===== config.mk =====
export PLATFORM = sky130hd
export DESIGN_NAME = arcade_input_top
export DESIGN_NICKNAME = d
export VERILOG_FILES = /design/src/arcade_cfg_pkg.sv /design/src/arcade_input_pkg.sv /design/src/arcade_input_top.sv /design/src/cfg_regs_apb.sv /design/src/control_mapper.sv /design/src/joy_merge.sv /design/src/key_latch.sv
export SDC_FILE = /design/constraint.sdc
export NUM_CORES = 1
export LEC_CHECK = 0
export ABC_CLOCK_PERIOD_IN_PS = 2850
export BUFFER_PORTS_ARGS = -buffer_cell sky130_fd_sc_hd__clkbuf_2
export CAP_MARGIN = 20
export CORE_MARGIN = 2
export CORE_UTILIZATION = 50
export CTS_BUF_LIST = sky130_fd_sc_hd__clkbuf_16
export DETAILED_ROUTE_END_ITERATION = 12
export PLACE_DENSITY = 0.87
export SETUP_SLACK_MARGIN = 0.2
export SLEW_MARGIN = 0
export SYNTH_ARGS = -nofsm -noshare
export SYNTH_HDL_FRONTEND = slang
export SYNTH_SLANG_ARGS = --single-unit

===== constraint.sdc =====
create_clock -name clock_24 -period 2.85 [get_ports clock_24]
set_clock_uncertainty 0.15 [all_clocks]
set_input_delay 0.57 -clock clock_24 [delete_from_list [all_inputs] [get_ports clock_24]]
set_output_delay 0.57 -clock clock_24 [all_outputs]
set_load 0.05 [all_outputs]

===== src/arcade_cfg_pkg.sv =====
package arcade_cfg_pkg;

	typedef logic [3:0] apb_addr_t;
	typedef logic [7:0] cfg_word_t;
	typedef logic [7:0] dip_t;

	localparam apb_addr_t cfg_ctrl_addr   = 4'h0; // Read/write
	localparam apb_addr_t cfg_status_addr = 4'h4; // Read only

	// CTRL fields
	localparam int cfg_rotate     = 0;
	localparam int cfg_soft_reset = 1;
	localparam int cfg_lives_lo   = 2;
	localparam int cfg_lives_hi   = 3;
	localparam int cfg_bonus_lo   = 4;
	localparam int cfg_bonus_hi   = 5;
	localparam int cfg_upright    = 6;

	localparam cfg_word_t cfg_ctrl_default = 8'h00;
	localparam cfg_word_t cfg_ctrl_mask    = 8'h7F; // Bit 7 unused

	// Board DIP byte: cabinet, three unused, bonus, lives
	function automatic dip_t dip_from_ctrl(input cfg_word_t ctrl);
		return {~ctrl[cfg_upright], 3'b000,
			ctrl[cfg_bonus_hi:cfg_bonus_lo],
			ctrl[cfg_lives_hi:cfg_lives_lo]};
	endfunction

endpackage


===== src/arcade_input_pkg.sv =====
package arcade_input_pkg;

	typedef logic [7:0] scan_code_t;
	typedef logic [4:0] joy_t;
	typedef logic [7:0] key_state_t;

	// PS/2 set 2 codes of the player keys
	localparam scan_code_t sc_up     = 8'h75;
	localparam scan_code_t sc_down   = 8'h72;
	localparam scan_code_t sc_left   = 8'h6B;
	localparam scan_code_t sc_right  = 8'h74;
	localparam scan_code_t sc_coin   = 8'h76; // Escape
	localparam scan_code_t sc_start1 = 8'h05; // F1
	localparam scan_code_t sc_start2 = 8'h06; // F2
	localparam scan_code_t sc_fire   = 8'h29; // Space

	// Joystick bits, as delivered by the host
	localparam int joy_right = 0;
	localparam int joy_left  = 1;
	localparam int joy_down  = 2;
	localparam int joy_up    = 3;
	localparam int joy_fire  = 4;

	// Button bits, low five shared with the joystick layout
	localparam int key_right  = 0;
	localparam int key_left   = 1;
	localparam int key_down   = 2;
	localparam int key_up     = 3;
	localparam int key_fire   = 4;
	localparam int key_coin   = 5;
	localparam int key_start1 = 6;
	localparam int key_start2 = 7;

endpackage


===== src/arcade_input_top.sv =====
`timescale 1ns/1ps

module arcade_input_top #(
	parameter int sync_stages = 2
) (
	input  logic                          clock_24,
	input  logic                          rst,
	input  logic                          psel,
	input  logic                          penable,
	input  logic                          pwrite,
	input  arcade_cfg_pkg::apb_addr_t     paddr,
	input  arcade_cfg_pkg::cfg_word_t     pwdata,
	output arcade_cfg_pkg::cfg_word_t     prdata,
	output logic                          pready,
	output logic                          pslverr,
	input  logic                          key_strobe,
	input  logic                          key_pressed,
	input  arcade_input_pkg::scan_code_t  key_code,
	input  arcade_input_pkg::joy_t        joystick_0,
	input  arcade_input_pkg::joy_t        joystick_1,
	output logic                          up_n,
	output logic                          down_n,
	output logic                          left_n,
	output logic                          right_n,
	output logic                          fire_n,
	output logic                          coin_n,
	output logic                          start1_n,
	output logic                          start2_n,
	output arcade_cfg_pkg::dip_t          dip_sw,
	output logic                          game_reset_n
);

	arcade_input_pkg::key_state_t key_state;
	arcade_input_pkg::joy_t       joy_merged;
	arcade_cfg_pkg::cfg_word_t    cfg_ctrl;
	arcade_input_pkg::key_state_t ctrl_state;

	key_latch u_key_latch (
		.clock_24    (clock_24),
		.rst         (rst),
		.key_strobe  (key_strobe),
		.key_pressed (key_pressed),
		.key_code    (key_code),
		.key_state   (key_state)
	);

	joy_merge #(
		.sync_stages (sync_stages)
	) u_joy_merge (
		.clock_24   (clock_24),
		.rst        (rst),
		.joystick_0 (joystick_0),
		.joystick_1 (joystick_1),
		.joy_merged (joy_merged)
	);

	control_mapper u_control_mapper (
		.clock_24     (clock_24),
		.rst          (rst),
		.key_state    (key_state),
		.joy_merged   (joy_merged),
		.cfg_ctrl     (cfg_ctrl),
		.up_n         (up_n),
		.down_n       (down_n),
		.left_n       (left_n),
		.right_n      (right_n),
		.fire_n       (fire_n),
		.coin_n       (coin_n),
		.start1_n     (start1_n),
		.start2_n     (start2_n),
		.dip_sw       (dip_sw),
		.game_reset_n (game_reset_n),
		.ctrl_state   (ctrl_state)
	);

	cfg_regs_apb u_cfg_regs_apb (
		.clock_24   (clock_24),
		.rst        (rst),
		.psel       (psel),
		.penable    (penable),
		.pwrite     (pwrite),
		.paddr      (paddr),
		.pwdata     (pwdata),
		.ctrl_state (ctrl_state),
		.prdata     (prdata),
		.pready     (pready),
		.pslverr    (pslverr),
		.cfg_ctrl   (cfg_ctrl)
	);

endmodule


===== src/cfg_regs_apb.sv =====
`timescale 1ns/1ps

module cfg_regs_apb (
	input  logic                          clock_24,
	input  logic                          rst,
	input  logic                          psel,
	input  logic                          penable,
	input  logic                          pwrite,
	input  arcade_cfg_pkg::apb_addr_t     paddr,
	input  arcade_cfg_pkg::cfg_word_t     pwdata,
	input  arcade_input_pkg::key_state_t  ctrl_state,
	output arcade_cfg_pkg::cfg_word_t     prdata,
	output logic                          pready,
	output logic                          pslverr,
	output arcade_cfg_pkg::cfg_word_t     cfg_ctrl
);

	logic access;
	logic addr_ctrl;
	logic addr_status;
	logic bad_addr;
	logic wr_ctrl;
	logic rd_access;

	assign access      = psel & penable;
	assign addr_ctrl   = (paddr == arcade_cfg_pkg::cfg_ctrl_addr);
	assign addr_status = (paddr == arcade_cfg_pkg::cfg_status_addr);

	// STATUS is read only, anything else unmapped
	assign bad_addr = pwrite ? ~addr_ctrl : ~(addr_ctrl | addr_status);

	assign wr_ctrl   = access & pwrite & addr_ctrl;
	assign rd_access = access & ~pwrite;

	assign pready  = 1'b1; // Zero wait states
	assign pslverr = access & bad_addr;

	always_comb begin
		prdata = '0;
		if (rd_access) begin
			if (addr_ctrl) begin
				prdata = cfg_ctrl;
			end else if (addr_status) begin
				prdata = ctrl_state; // Live controls after rotation
			end
		end
	end

	// Soft reset bit drops on the next edge, giving a one-cycle pulse
	always_ff @(posedge clock_24) begin
		if (rst) begin
			cfg_ctrl <= arcade_cfg_pkg::cfg_ctrl_default;
		end else if (wr_ctrl) begin
			cfg_ctrl <= pwdata & arcade_cfg_pkg::cfg_ctrl_mask;
		end else begin
			cfg_ctrl[arcade_cfg_pkg::cfg_soft_reset] <= 1'b0;
		end
	end

endmodule


===== src/control_mapper.sv =====
`timescale 1ns/1ps

module control_mapper (
	input  logic                          clock_24,
	input  logic                          rst,
	input  arcade_input_pkg::key_state_t  key_state,
	input  arcade_input_pkg::joy_t        joy_merged,
	input  arcade_cfg_pkg::cfg_word_t     cfg_ctrl,
	output logic                          up_n,
	output logic                          down_n,
	output logic                          left_n,
	output logic                          right_n,
	output logic                          fire_n,
	output logic                          coin_n,
	output logic                          start1_n,
	output logic                          start2_n,
	output arcade_cfg_pkg::dip_t          dip_sw,
	output logic                          game_reset_n,
	output arcade_input_pkg::key_state_t  ctrl_state
);

	logic m_up;
	logic m_down;
	logic m_left;
	logic m_right;
	logic m_fire;
	logic rotate;
	logic reset_chord;
	arcade_input_pkg::key_state_t ctrl_next;
	arcade_input_pkg::key_state_t ctrl_n;

	assign m_up    = key_state[arcade_input_pkg::key_up] | joy_merged[arcade_input_pkg::joy_up];
	assign m_down  = key_state[arcade_input_pkg::key_down] | joy_merged[arcade_input_pkg::joy_down];
	assign m_left  = key_state[arcade_input_pkg::key_left] | joy_merged[arcade_input_pkg::joy_left];
	assign m_right = key_state[arcade_input_pkg::key_right]
		| joy_merged[arcade_input_pkg::joy_right];
	assign m_fire  = key_state[arcade_input_pkg::key_fire] | joy_merged[arcade_input_pkg::joy_fire];

	assign rotate = cfg_ctrl[arcade_cfg_pkg::cfg_rotate];

	// Rotated monitor turns the stick a quarter turn
	always_comb begin
		ctrl_next = '0;
		ctrl_next[arcade_input_pkg::key_up]     = rotate ? m_left : m_up;
		ctrl_next[arcade_input_pkg::key_down]   = rotate ? m_right : m_down;
		ctrl_next[arcade_input_pkg::key_left]   = rotate ? m_down : m_left;
		ctrl_next[arcade_input_pkg::key_right]  = rotate ? m_up : m_right;
		ctrl_next[arcade_input_pkg::key_fire]   = m_fire;
		ctrl_next[arcade_input_pkg::key_coin]   = key_state[arcade_input_pkg::key_coin];
		ctrl_next[arcade_input_pkg::key_start1] = key_state[arcade_input_pkg::key_start1];
		ctrl_next[arcade_input_pkg::key_start2] = key_state[arcade_input_pkg::key_start2];
	end

	always_ff @(posedge clock_24) begin
		if (rst) begin
			ctrl_state <= '0;
			ctrl_n     <= '1; // Board inputs idle high
			dip_sw     <= arcade_cfg_pkg::dip_from_ctrl(arcade_cfg_pkg::cfg_ctrl_default);
		end else begin
			ctrl_state <= ctrl_next;
			ctrl_n     <= ~ctrl_next;
			dip_sw     <= arcade_cfg_pkg::dip_from_ctrl(cfg_ctrl);
		end
	end

	assign up_n     = ctrl_n[arcade_input_pkg::key_up];
	assign down_n   = ctrl_n[arcade_input_pkg::key_down];
	assign left_n   = ctrl_n[arcade_input_pkg::key_left];
	assign right_n  = ctrl_n[arcade_input_pkg::key_right];
	assign fire_n   = ctrl_n[arcade_input_pkg::key_fire];
	assign coin_n   = ctrl_n[arcade_input_pkg::key_coin];
	assign start1_n = ctrl_n[arcade_input_pkg::key_start1];
	assign start2_n = ctrl_n[arcade_input_pkg::key_start2];

	// Coin plus 1P start held is the service reset
	assign reset_chord = key_state[arcade_input_pkg::key_coin]
		& key_state[arcade_input_pkg::key_start1];

	always_ff @(posedge clock_24) begin
		game_reset_n <= ~(rst | cfg_ctrl[arcade_cfg_pkg::cfg_soft_reset] | reset_chord);
	end

endmodule


===== src/joy_merge.sv =====
`timescale 1ns/1ps

module joy_merge #(
	parameter int sync_stages = 2
) (
	input  logic                    clock_24,
	input  logic                    rst,
	input  arcade_input_pkg::joy_t  joystick_0,
	input  arcade_input_pkg::joy_t  joystick_1,
	output arcade_input_pkg::joy_t  joy_merged
);

	arcade_input_pkg::joy_t sync_0 [sync_stages];
	arcade_input_pkg::joy_t sync_1 [sync_stages];
	arcade_input_pkg::joy_t joy_0_s;
	arcade_input_pkg::joy_t joy_1_s;

	// Metastability chains, one per stick
	always_ff @(posedge clock_24) begin
		if (rst) begin
			for (int i = 0; i < sync_stages; i++) begin
				sync_0[i] <= '0;
				sync_1[i] <= '0;
			end
		end else begin
			sync_0[0] <= joystick_0;
			sync_1[0] <= joystick_1;
			for (int i = 1; i < sync_stages; i++) begin
				sync_0[i] <= sync_0[i-1];
				sync_1[i] <= sync_1[i-1];
			end
		end
	end

	assign joy_0_s = sync_0[sync_stages-1];
	assign joy_1_s = sync_1[sync_stages-1];

	// Either player drives the single control set
	always_ff @(posedge clock_24) begin
		if (rst) begin
			joy_merged <= '0;
		end else begin
			joy_merged <= joy_0_s | joy_1_s;
		end
	end

endmodule


===== src/key_latch.sv =====
`timescale 1ns/1ps

module key_latch (
	input  logic                          clock_24,
	input  logic                          rst,
	input  logic                          key_strobe,
	input  logic                          key_pressed,
	input  arcade_input_pkg::scan_code_t  key_code,
	output arcade_input_pkg::key_state_t  key_state
);

	arcade_input_pkg::key_state_t key_hit;

	// One-hot button select for the incoming code
	always_comb begin
		key_hit = '0;
		case (key_code)
			arcade_input_pkg::sc_up:
				key_hit[arcade_input_pkg::key_up] = 1'b1;
			arcade_input_pkg::sc_down:
				key_hit[arcade_input_pkg::key_down] = 1'b1;
			arcade_input_pkg::sc_left:
				key_hit[arcade_input_pkg::key_left] = 1'b1;
			arcade_input_pkg::sc_right:
				key_hit[arcade_input_pkg::key_right] = 1'b1;
			arcade_input_pkg::sc_fire:
				key_hit[arcade_input_pkg::key_fire] = 1'b1;
			arcade_input_pkg::sc_coin:
				key_hit[arcade_input_pkg::key_coin] = 1'b1;
			arcade_input_pkg::sc_start1:
				key_hit[arcade_input_pkg::key_start1] = 1'b1;
			arcade_input_pkg::sc_start2:
				key_hit[arcade_input_pkg::key_start2] = 1'b1;
			default: key_hit = '0; // Unknown keys ignored
		endcase
	end

	// Make sets the bit, break clears it
	always_ff @(posedge clock_24) begin
		if (rst) begin
			key_state <= '0;
		end else if (key_strobe) begin
			if (key_pressed) begin
				key_state <= key_state | key_hit;
			end else begin
				key_state <= key_state & ~key_hit;
			end
		end
	end

endmodule


==> results of run 1 <==
## per-stage QoR
step,power (uW),util [%]
6_report,1898,67.12
5_1_grt,1975,67.12
4_1_cts,1918,67.12
3_5_place_dp,1029,61.08
3_3_place_gp,1024,61.08
2_1_floorplan,987.0,-
## critical path, stage by stage
cell and delay [ps]:
clkbuf_2 120, nor4_4 500, a22oi_1 160, nor2_1 120
clkbuf_2 300
## synth_stat cells (2+ instances only)
cell type	count	share of area, %
dfxtp_1	62	57
and3b_1	2	0.81
mux2i_1	10	4.6
nor4_1	3	0.86
nor3_1	4	0.92
clkbuf_1	7	1.2
or4b_4	2	1.3
nor2_1	24	4.2
and4_1	2	0.81
conb_1	2	0.35
nand2b_1	10	2.9
a22oi_1	7	2.4
mux2_2	4	2.1
inv_1	9	1.6
buf_4	4	1.4
nor2b_1	31	8.9
a211oi_1	5	1.7
nand4b_1	2	0.81
nand3_1	3	0.69
## metal layers
| metal | wire length (um) | share of wire, % | track usage (%) | vias to the layer above |
|---|---|---|---|---|
| met5 | 0 | 0 | 0 | - |
| met4 | 66 | 1.8 | 9.402 | 0 |
| met3 | 280 | 7.4 | 7.937 | 6 |
| met2 | 1953 | 52 | 29.10 | 56 |
| met1 | 1470 | 39 | 17.12 | 700 |
| li1 | - | - | - | 800 |
## area by class of cell
class,instances,area (sq um),share of cell area (%)
clock buffer,9,225.2,8.212
sequential,62,1241,45.26
tap,50,62.56,2.281
inverter,9,33.78,1.232
clock inverter,5,21.27,0.7755
timing repair buffer,60,305.3,11.13
multi-input combinational,124,853.3,31.11
## power breakdown
part	switching, uW	leakage, uW	internal, uW
sequential	6.18	0.000506	892
combinational	70.3	0.000548	43.7
clock	325	0.000131	561
total	401	0.00119	1500
## cell usage in the layout, fill, tap and decap left out, drive strengths merged
| master | synthesis | layout |
|---|---|---|
| clkbuf | 7 | 67 |
| dfxtp | 62 | 62 |
| nor2b | 31 | 31 |
| nor2 | 24 | 24 |
| inv | 9 | 11 |
| nand2b | 10 | 10 |
| mux2i | 10 | 10 |
| a22oi | 7 | 7 |
| a211oi | 5 | 5 |
| nor3 | 4 | 4 |
| mux2 | 4 | 4 |
| conb | 2 | 4 |
| nor4 | 4 | 4 |
| nand3 | 3 | 3 |
| clkinv | 0 | 3 |
| or4b | 2 | 2 |
| and3b | 2 | 2 |
| nand4b | 2 | 2 |
| and4 | 2 | 2 |
| buf | 6 | 2 |
| nor4b | 2 | 2 |
| nand2 | 1 | 1 |
| or2 | 1 | 1 |
| a2111oi | 1 | 1 |
| nor4bb | 1 | 1 |
| nand3b | 1 | 1 |
| and2b | 1 | 1 |
| and4b | 1 | 1 |
| nor3b | 1 | 1 |
## worst paths after layout
kind	startpoint	to	slack, ps	cells after the start
hold / removal	u_cfg_regs_apb.cfg_ctrl[1]	u_control_mapper.game_reset_n	270	1
hold reg to reg	u_cfg_regs_apb.cfg_ctrl[1]	u_control_mapper.game_reset_n	270	1
setup / recovery	paddr[3]	prdata[3]	360	5
setup reg to reg	u_cfg_regs_apb.cfg_ctrl[0]	u_control_mapper.ctrl_n[3]	1520	3
## cells by family (layout without fill, tap and decap cells)
family          after synthesis  after routing  share of synthesized area (%)
compound gates               13             13                          4.554
buf+inv                      22             83                          4.553
flops                        62             62                          57.18
mux                          14             14                          6.686
other cells                   2              4                         0.3460
simple gates                 93             93                          26.69
==> flow_summary.toml, run 1 <==
[sta]
finalSetupViolations = 0
clock.fmax_ghz = 0.4013
hold_slack_ps = 269.3
setup_ws_ps = 358.4
final.setup.tns_ps = 0
fin_crit_ps = 2492
fin_crit_sh_pct = 87.43
drv_slew = 0
rsz0062_at_grt = "false"
hold_violations = 0

[cts]
cts_made_buffers = 9
cts_setup_buffers = 0
clock_path_buffers = 2
htree_levels = 3
worstSkewPairLatency_ps = 320
clockRootBuffer = "clkbuf_16"
cts.sinks = 62
cts_resized = 0
cts_tree = "built"
clk_pin_slew_worst_paths_ps = 50
cts_hold_buf = 0

[synth]
synthFlopType = "dfxtp_1"
yosysSeqAreaShare_pct = 57.18
synthCells = 206
synth-edff-count = 0
syn-mean-instance-area_sq_um = 10.54
ys_seq_elements = 62
syn_area_sq_um = 2171
synth.distinct_cells = 32
async_flop_share_pct = 0
synth_warnings = 0

[placement]
hpwl_um = 2680
place_inst = 305
place_area_sq_um = 2496
portBuffers = 58
gp_congestion = 0.7643
pre_cts_slack_ps = 352.7

[route]
drtIter0Drc = 51
first_pass_iters = 4
drt-vias-per-instance = 4.897
vias = 1562
wl_um = 3771
drcViolationCount = 0
antenna_left = 0
wire_per_inst_um = 11.82

[power_and_ir_drop]
ir_worst_vdd_v = 0.0004137
p_leak_uw = 0.001185
powerDensity_nw_per_um2 = 692.1

[grt]
grtUsageTotal_pct = 17.06
antenna_found_initial = 0
overflow = 0
grt_pass1_wl_um = 6341
grt_max_degree = 30
grt_pass1_vias = 1510

[floorplanning]
num_io_pins = 64
dieArea_sq_um = 4885
rows = 23
chipHeight_um = 69.89
core_sq_um = 4086
start_util_pct = 53.12
die_w_um = 69.89

[min_path]
hold_path.class = "reg2reg"

[final_layout]
area_growth_pct = 26.34
fillers = 319
antenna_cells = 0
layout-drive-gt1-share_pct = 30.48
stdcell_count = 319
design_area_sq_um = 2743
layout.nets = 303

[worst_setup_path]
crit_required_ps = 2130
start_kind = "input pin"
cp-end-kind = "output pin"
critical_path.max_fanout = 8
crit_type = "in2out"
arrival_ps = 1770

[job]
cap_violations = 0

[run_status]
status = "finished, final reports clean"
No activity file was read; power rests on OpenSTA's default activity.
==> inputs of run 2 (changes only) <==
Settings changed: ABC_AREA set to 1, PLACE_DENSITY 0.87 to 0.86.
==> flow_summary.toml, run 2 <==
[floorplanning]
num_io_pins = 64
dieArea_sq_um = 5193
start_util_pct = 52.47
die_w_um = 72.06
chipHeight_um = 72.06
rows = 24
core_sq_um = 4414

[power_and_ir_drop]
pwr-share-comb_pct = 6.5
ir_worst_vdd_v = 0.0004205
pwr-share-seq_pct = 45.0
switching_share_pct = 23.69
p_leak_uw = 0.001405
powerDensity_nw_per_um2 = 691.4
internal-power_uw = 1521
clkPwrFrac_pct = 48.5
switchingPower_uw = 472.2

[run_status]
status = "finished, final reports clean"

[final_layout]
layout.nets = 401
layout-drive-gt1-share_pct = 24.12
antenna_cells = 0
area_growth_pct = 24.47
finish.utilization_pct = 65.31
final_common_cell = "nor2_1"
final_cell_mix = "nor2_1 (71), dfxtp_1 (62), clkbuf_2 (58), inv_1 (54), nand2_1 (42)"

[route]
vias = 1895
wire_per_inst_um = 10.09
antenna_left = 0
drcViolationCount = 0
wl_um = 4246
drtIter0Drc = 96
drt-vias-per-instance = 4.501
first_pass_iters = 4

[synth]
synth_warnings = 0
synthCells = 304
synth-simple-area-share_pct = 30.31
yosys-top-cells-area = "dfxtp_1 (54%), nor2_1 (12%), inv_1 (8.8%)"
synth_compound_area_share_pct = 3.458
synth.most_common_cell = "nor2_1"
synth.largest_area_cell = "dfxtp_1"
synth_top_family_by_area = "simple AND/OR/NAND/NOR gates"
syn-mean-instance-area_sq_um = 7.618
ys_top_cells_by_count = "nor2_1 (71), dfxtp_1 (62), inv_1 (54)"
synth_xor_area_share_pct = 0
synth-edff-count = 0
ys_seq_elements = 62
yosysSeqAreaShare_pct = 53.59
synthFlopType = "dfxtp_1"
synth.distinct_cells = 22
synth-adder-area-share_pct = 0
yosysTopAreaCellShare_pct = 53.59
synthMuxAreaShare_pct = 0
syn_area_sq_um = 2316
async_flop_share_pct = 0

[cts]
clock_path_buffers = 2
worstSkewPairLatency_ps = 320
clk_pin_slew_worst_paths_ps = 50
clockRootBuffer = "clkbuf_16"
cts_made_buffers = 9
cts.sinks = 62
cts_resized = 0
cts_hold_buf = 0
htree_levels = 3
cts_tree = "built"
cts_setup_buffers = 0

[sta]
finalSetupViolations = 0
drv_slew = 0
fin_crit_ps = 2420
worstMarginPinSlew_ps = 611.4
hold_violations = 0
final.setup.tns_ps = 0
slew_headroom_pct = 59.19
fin_crit_sh_pct = 84.92
rsz0062_at_grt = "false"
hold_slack_ps = 249.7
clock.fmax_ghz = 0.4132

[placement]
hpwl_um = 3031
portBuffers = 58
gp_congestion = 0.7860

[worst_setup_path]
r2r_cells = 3
crit_required_ps = 2130
crit_type = "in2out"
cp-end-kind = "output pin"
critical_path.max_fanout = 7
arrival_ps = 1700
start_kind = "input pin"

[grt]
grt_max_degree = 34
grtUsageTotal_pct = 19.08
antenna_found_initial = 0
grt_pass1_vias = 1809
overflow = 0
grt_pass1_wl_um = 7472

[min_path]
hold_depth = 2
hold_path.class = "reg2reg"

[job]
cap_violations = 0
-- run 2: cell count changes in the layout (fill, tap and decap cells not counted), moves of 10 or more --
cell	change
a21oi_1	+14
inv_1	+43
mux2i_1	-10
nand2_1	+41
nand2b_1	-10
nand3_1	+17
nor2_1	+47
nor2b_1	-31
-- run 2: stage by stage --
step / instances / cell area [sq um] / power [uW] / worst slack [ps]
4_1_cts: 421 / 2883 / 2018 / 415.0
2_1_floorplan: 306 / 2323 / 1006 / 276.3
6_report: 421 / 2883 / 1993 / 429.8
5_1_grt: 421 / 2883 / 2084 / 303.9
3_3_place_gp: 405 / 2608 / 1040 / 458.3
3_5_place_dp: 405 / 2608 / 1044 / 434.8
-- run 2: cell families (layout without fill, tap and decap cells) --
logic type / after synthesis / in the layout
and+or+nand+nor: 157 / 157
buffers and inverters: 67 / 130
DFF: 62 / 62
AOI/OAI and AO/OA: 16 / 16
other: 2 / 4
-- run 2: worst max-delay path: stages --
cell      delay [ps]
clkbuf_2          90
nor2_2           110
nand2_2          100
nor2_2           260
nand2_1          100
a21oi_1          160
clkbuf_2         300
-- run 2: cell type report --
| cell class | instances | area [sq um] |
|---|---|---|
| clock buffers | 9 | 225.2 |
| repair buffers | 59 | 297.8 |
| flip-flops and latches | 62 | 1241 |
| well taps | 52 | 65.06 |
| multi-input cells | 177 | 797.0 |
| clock inverters | 7 | 50.05 |
| fillers | 380 | 1531 |
| inverters | 55 | 206.4 |
-- run 2: power groups by stage --
| stage | registers [uW] | logic [uW] | clock network, uW |
|---|---|---|---|
| detailed placement | 916 | 128 | 0 |
| CTS | 897 | 129 | 991 |
| floorplan | 926 | 79.8 | 0 |
| global placement | 915 | 125 | 0 |
| finish | 897 | 129 | 967 |
| global route | 899 | 147 | 1040 |
-- run 2: layer usage --
metal / vias up / global-route usage [%] / part of all wire [%]
li1: 1019 / - / -
met1: 793 / 19.93 / 41
met2: 75 / 33.03 / 49
met3: 8 / 7.361 / 8.7
met4: 0 / 10.06 / 1.4
met5: - / 0 / 0
-- run 2: path summary, 6_finish.rpt --
path | start | endpoint | slack [ps]
max | paddr[3] | prdata[6] | 430
min | u_joy_merge.sync_0[0][3] | u_joy_merge.sync_0[0][8] | 250
max reg2reg | u_cfg_regs_apb.cfg_ctrl[0] | u_control_mapper.ctrl_n[1] | 1760
min reg2reg | u_joy_merge.sync_0[0][3] | u_joy_merge.sync_0[0][8] | 250
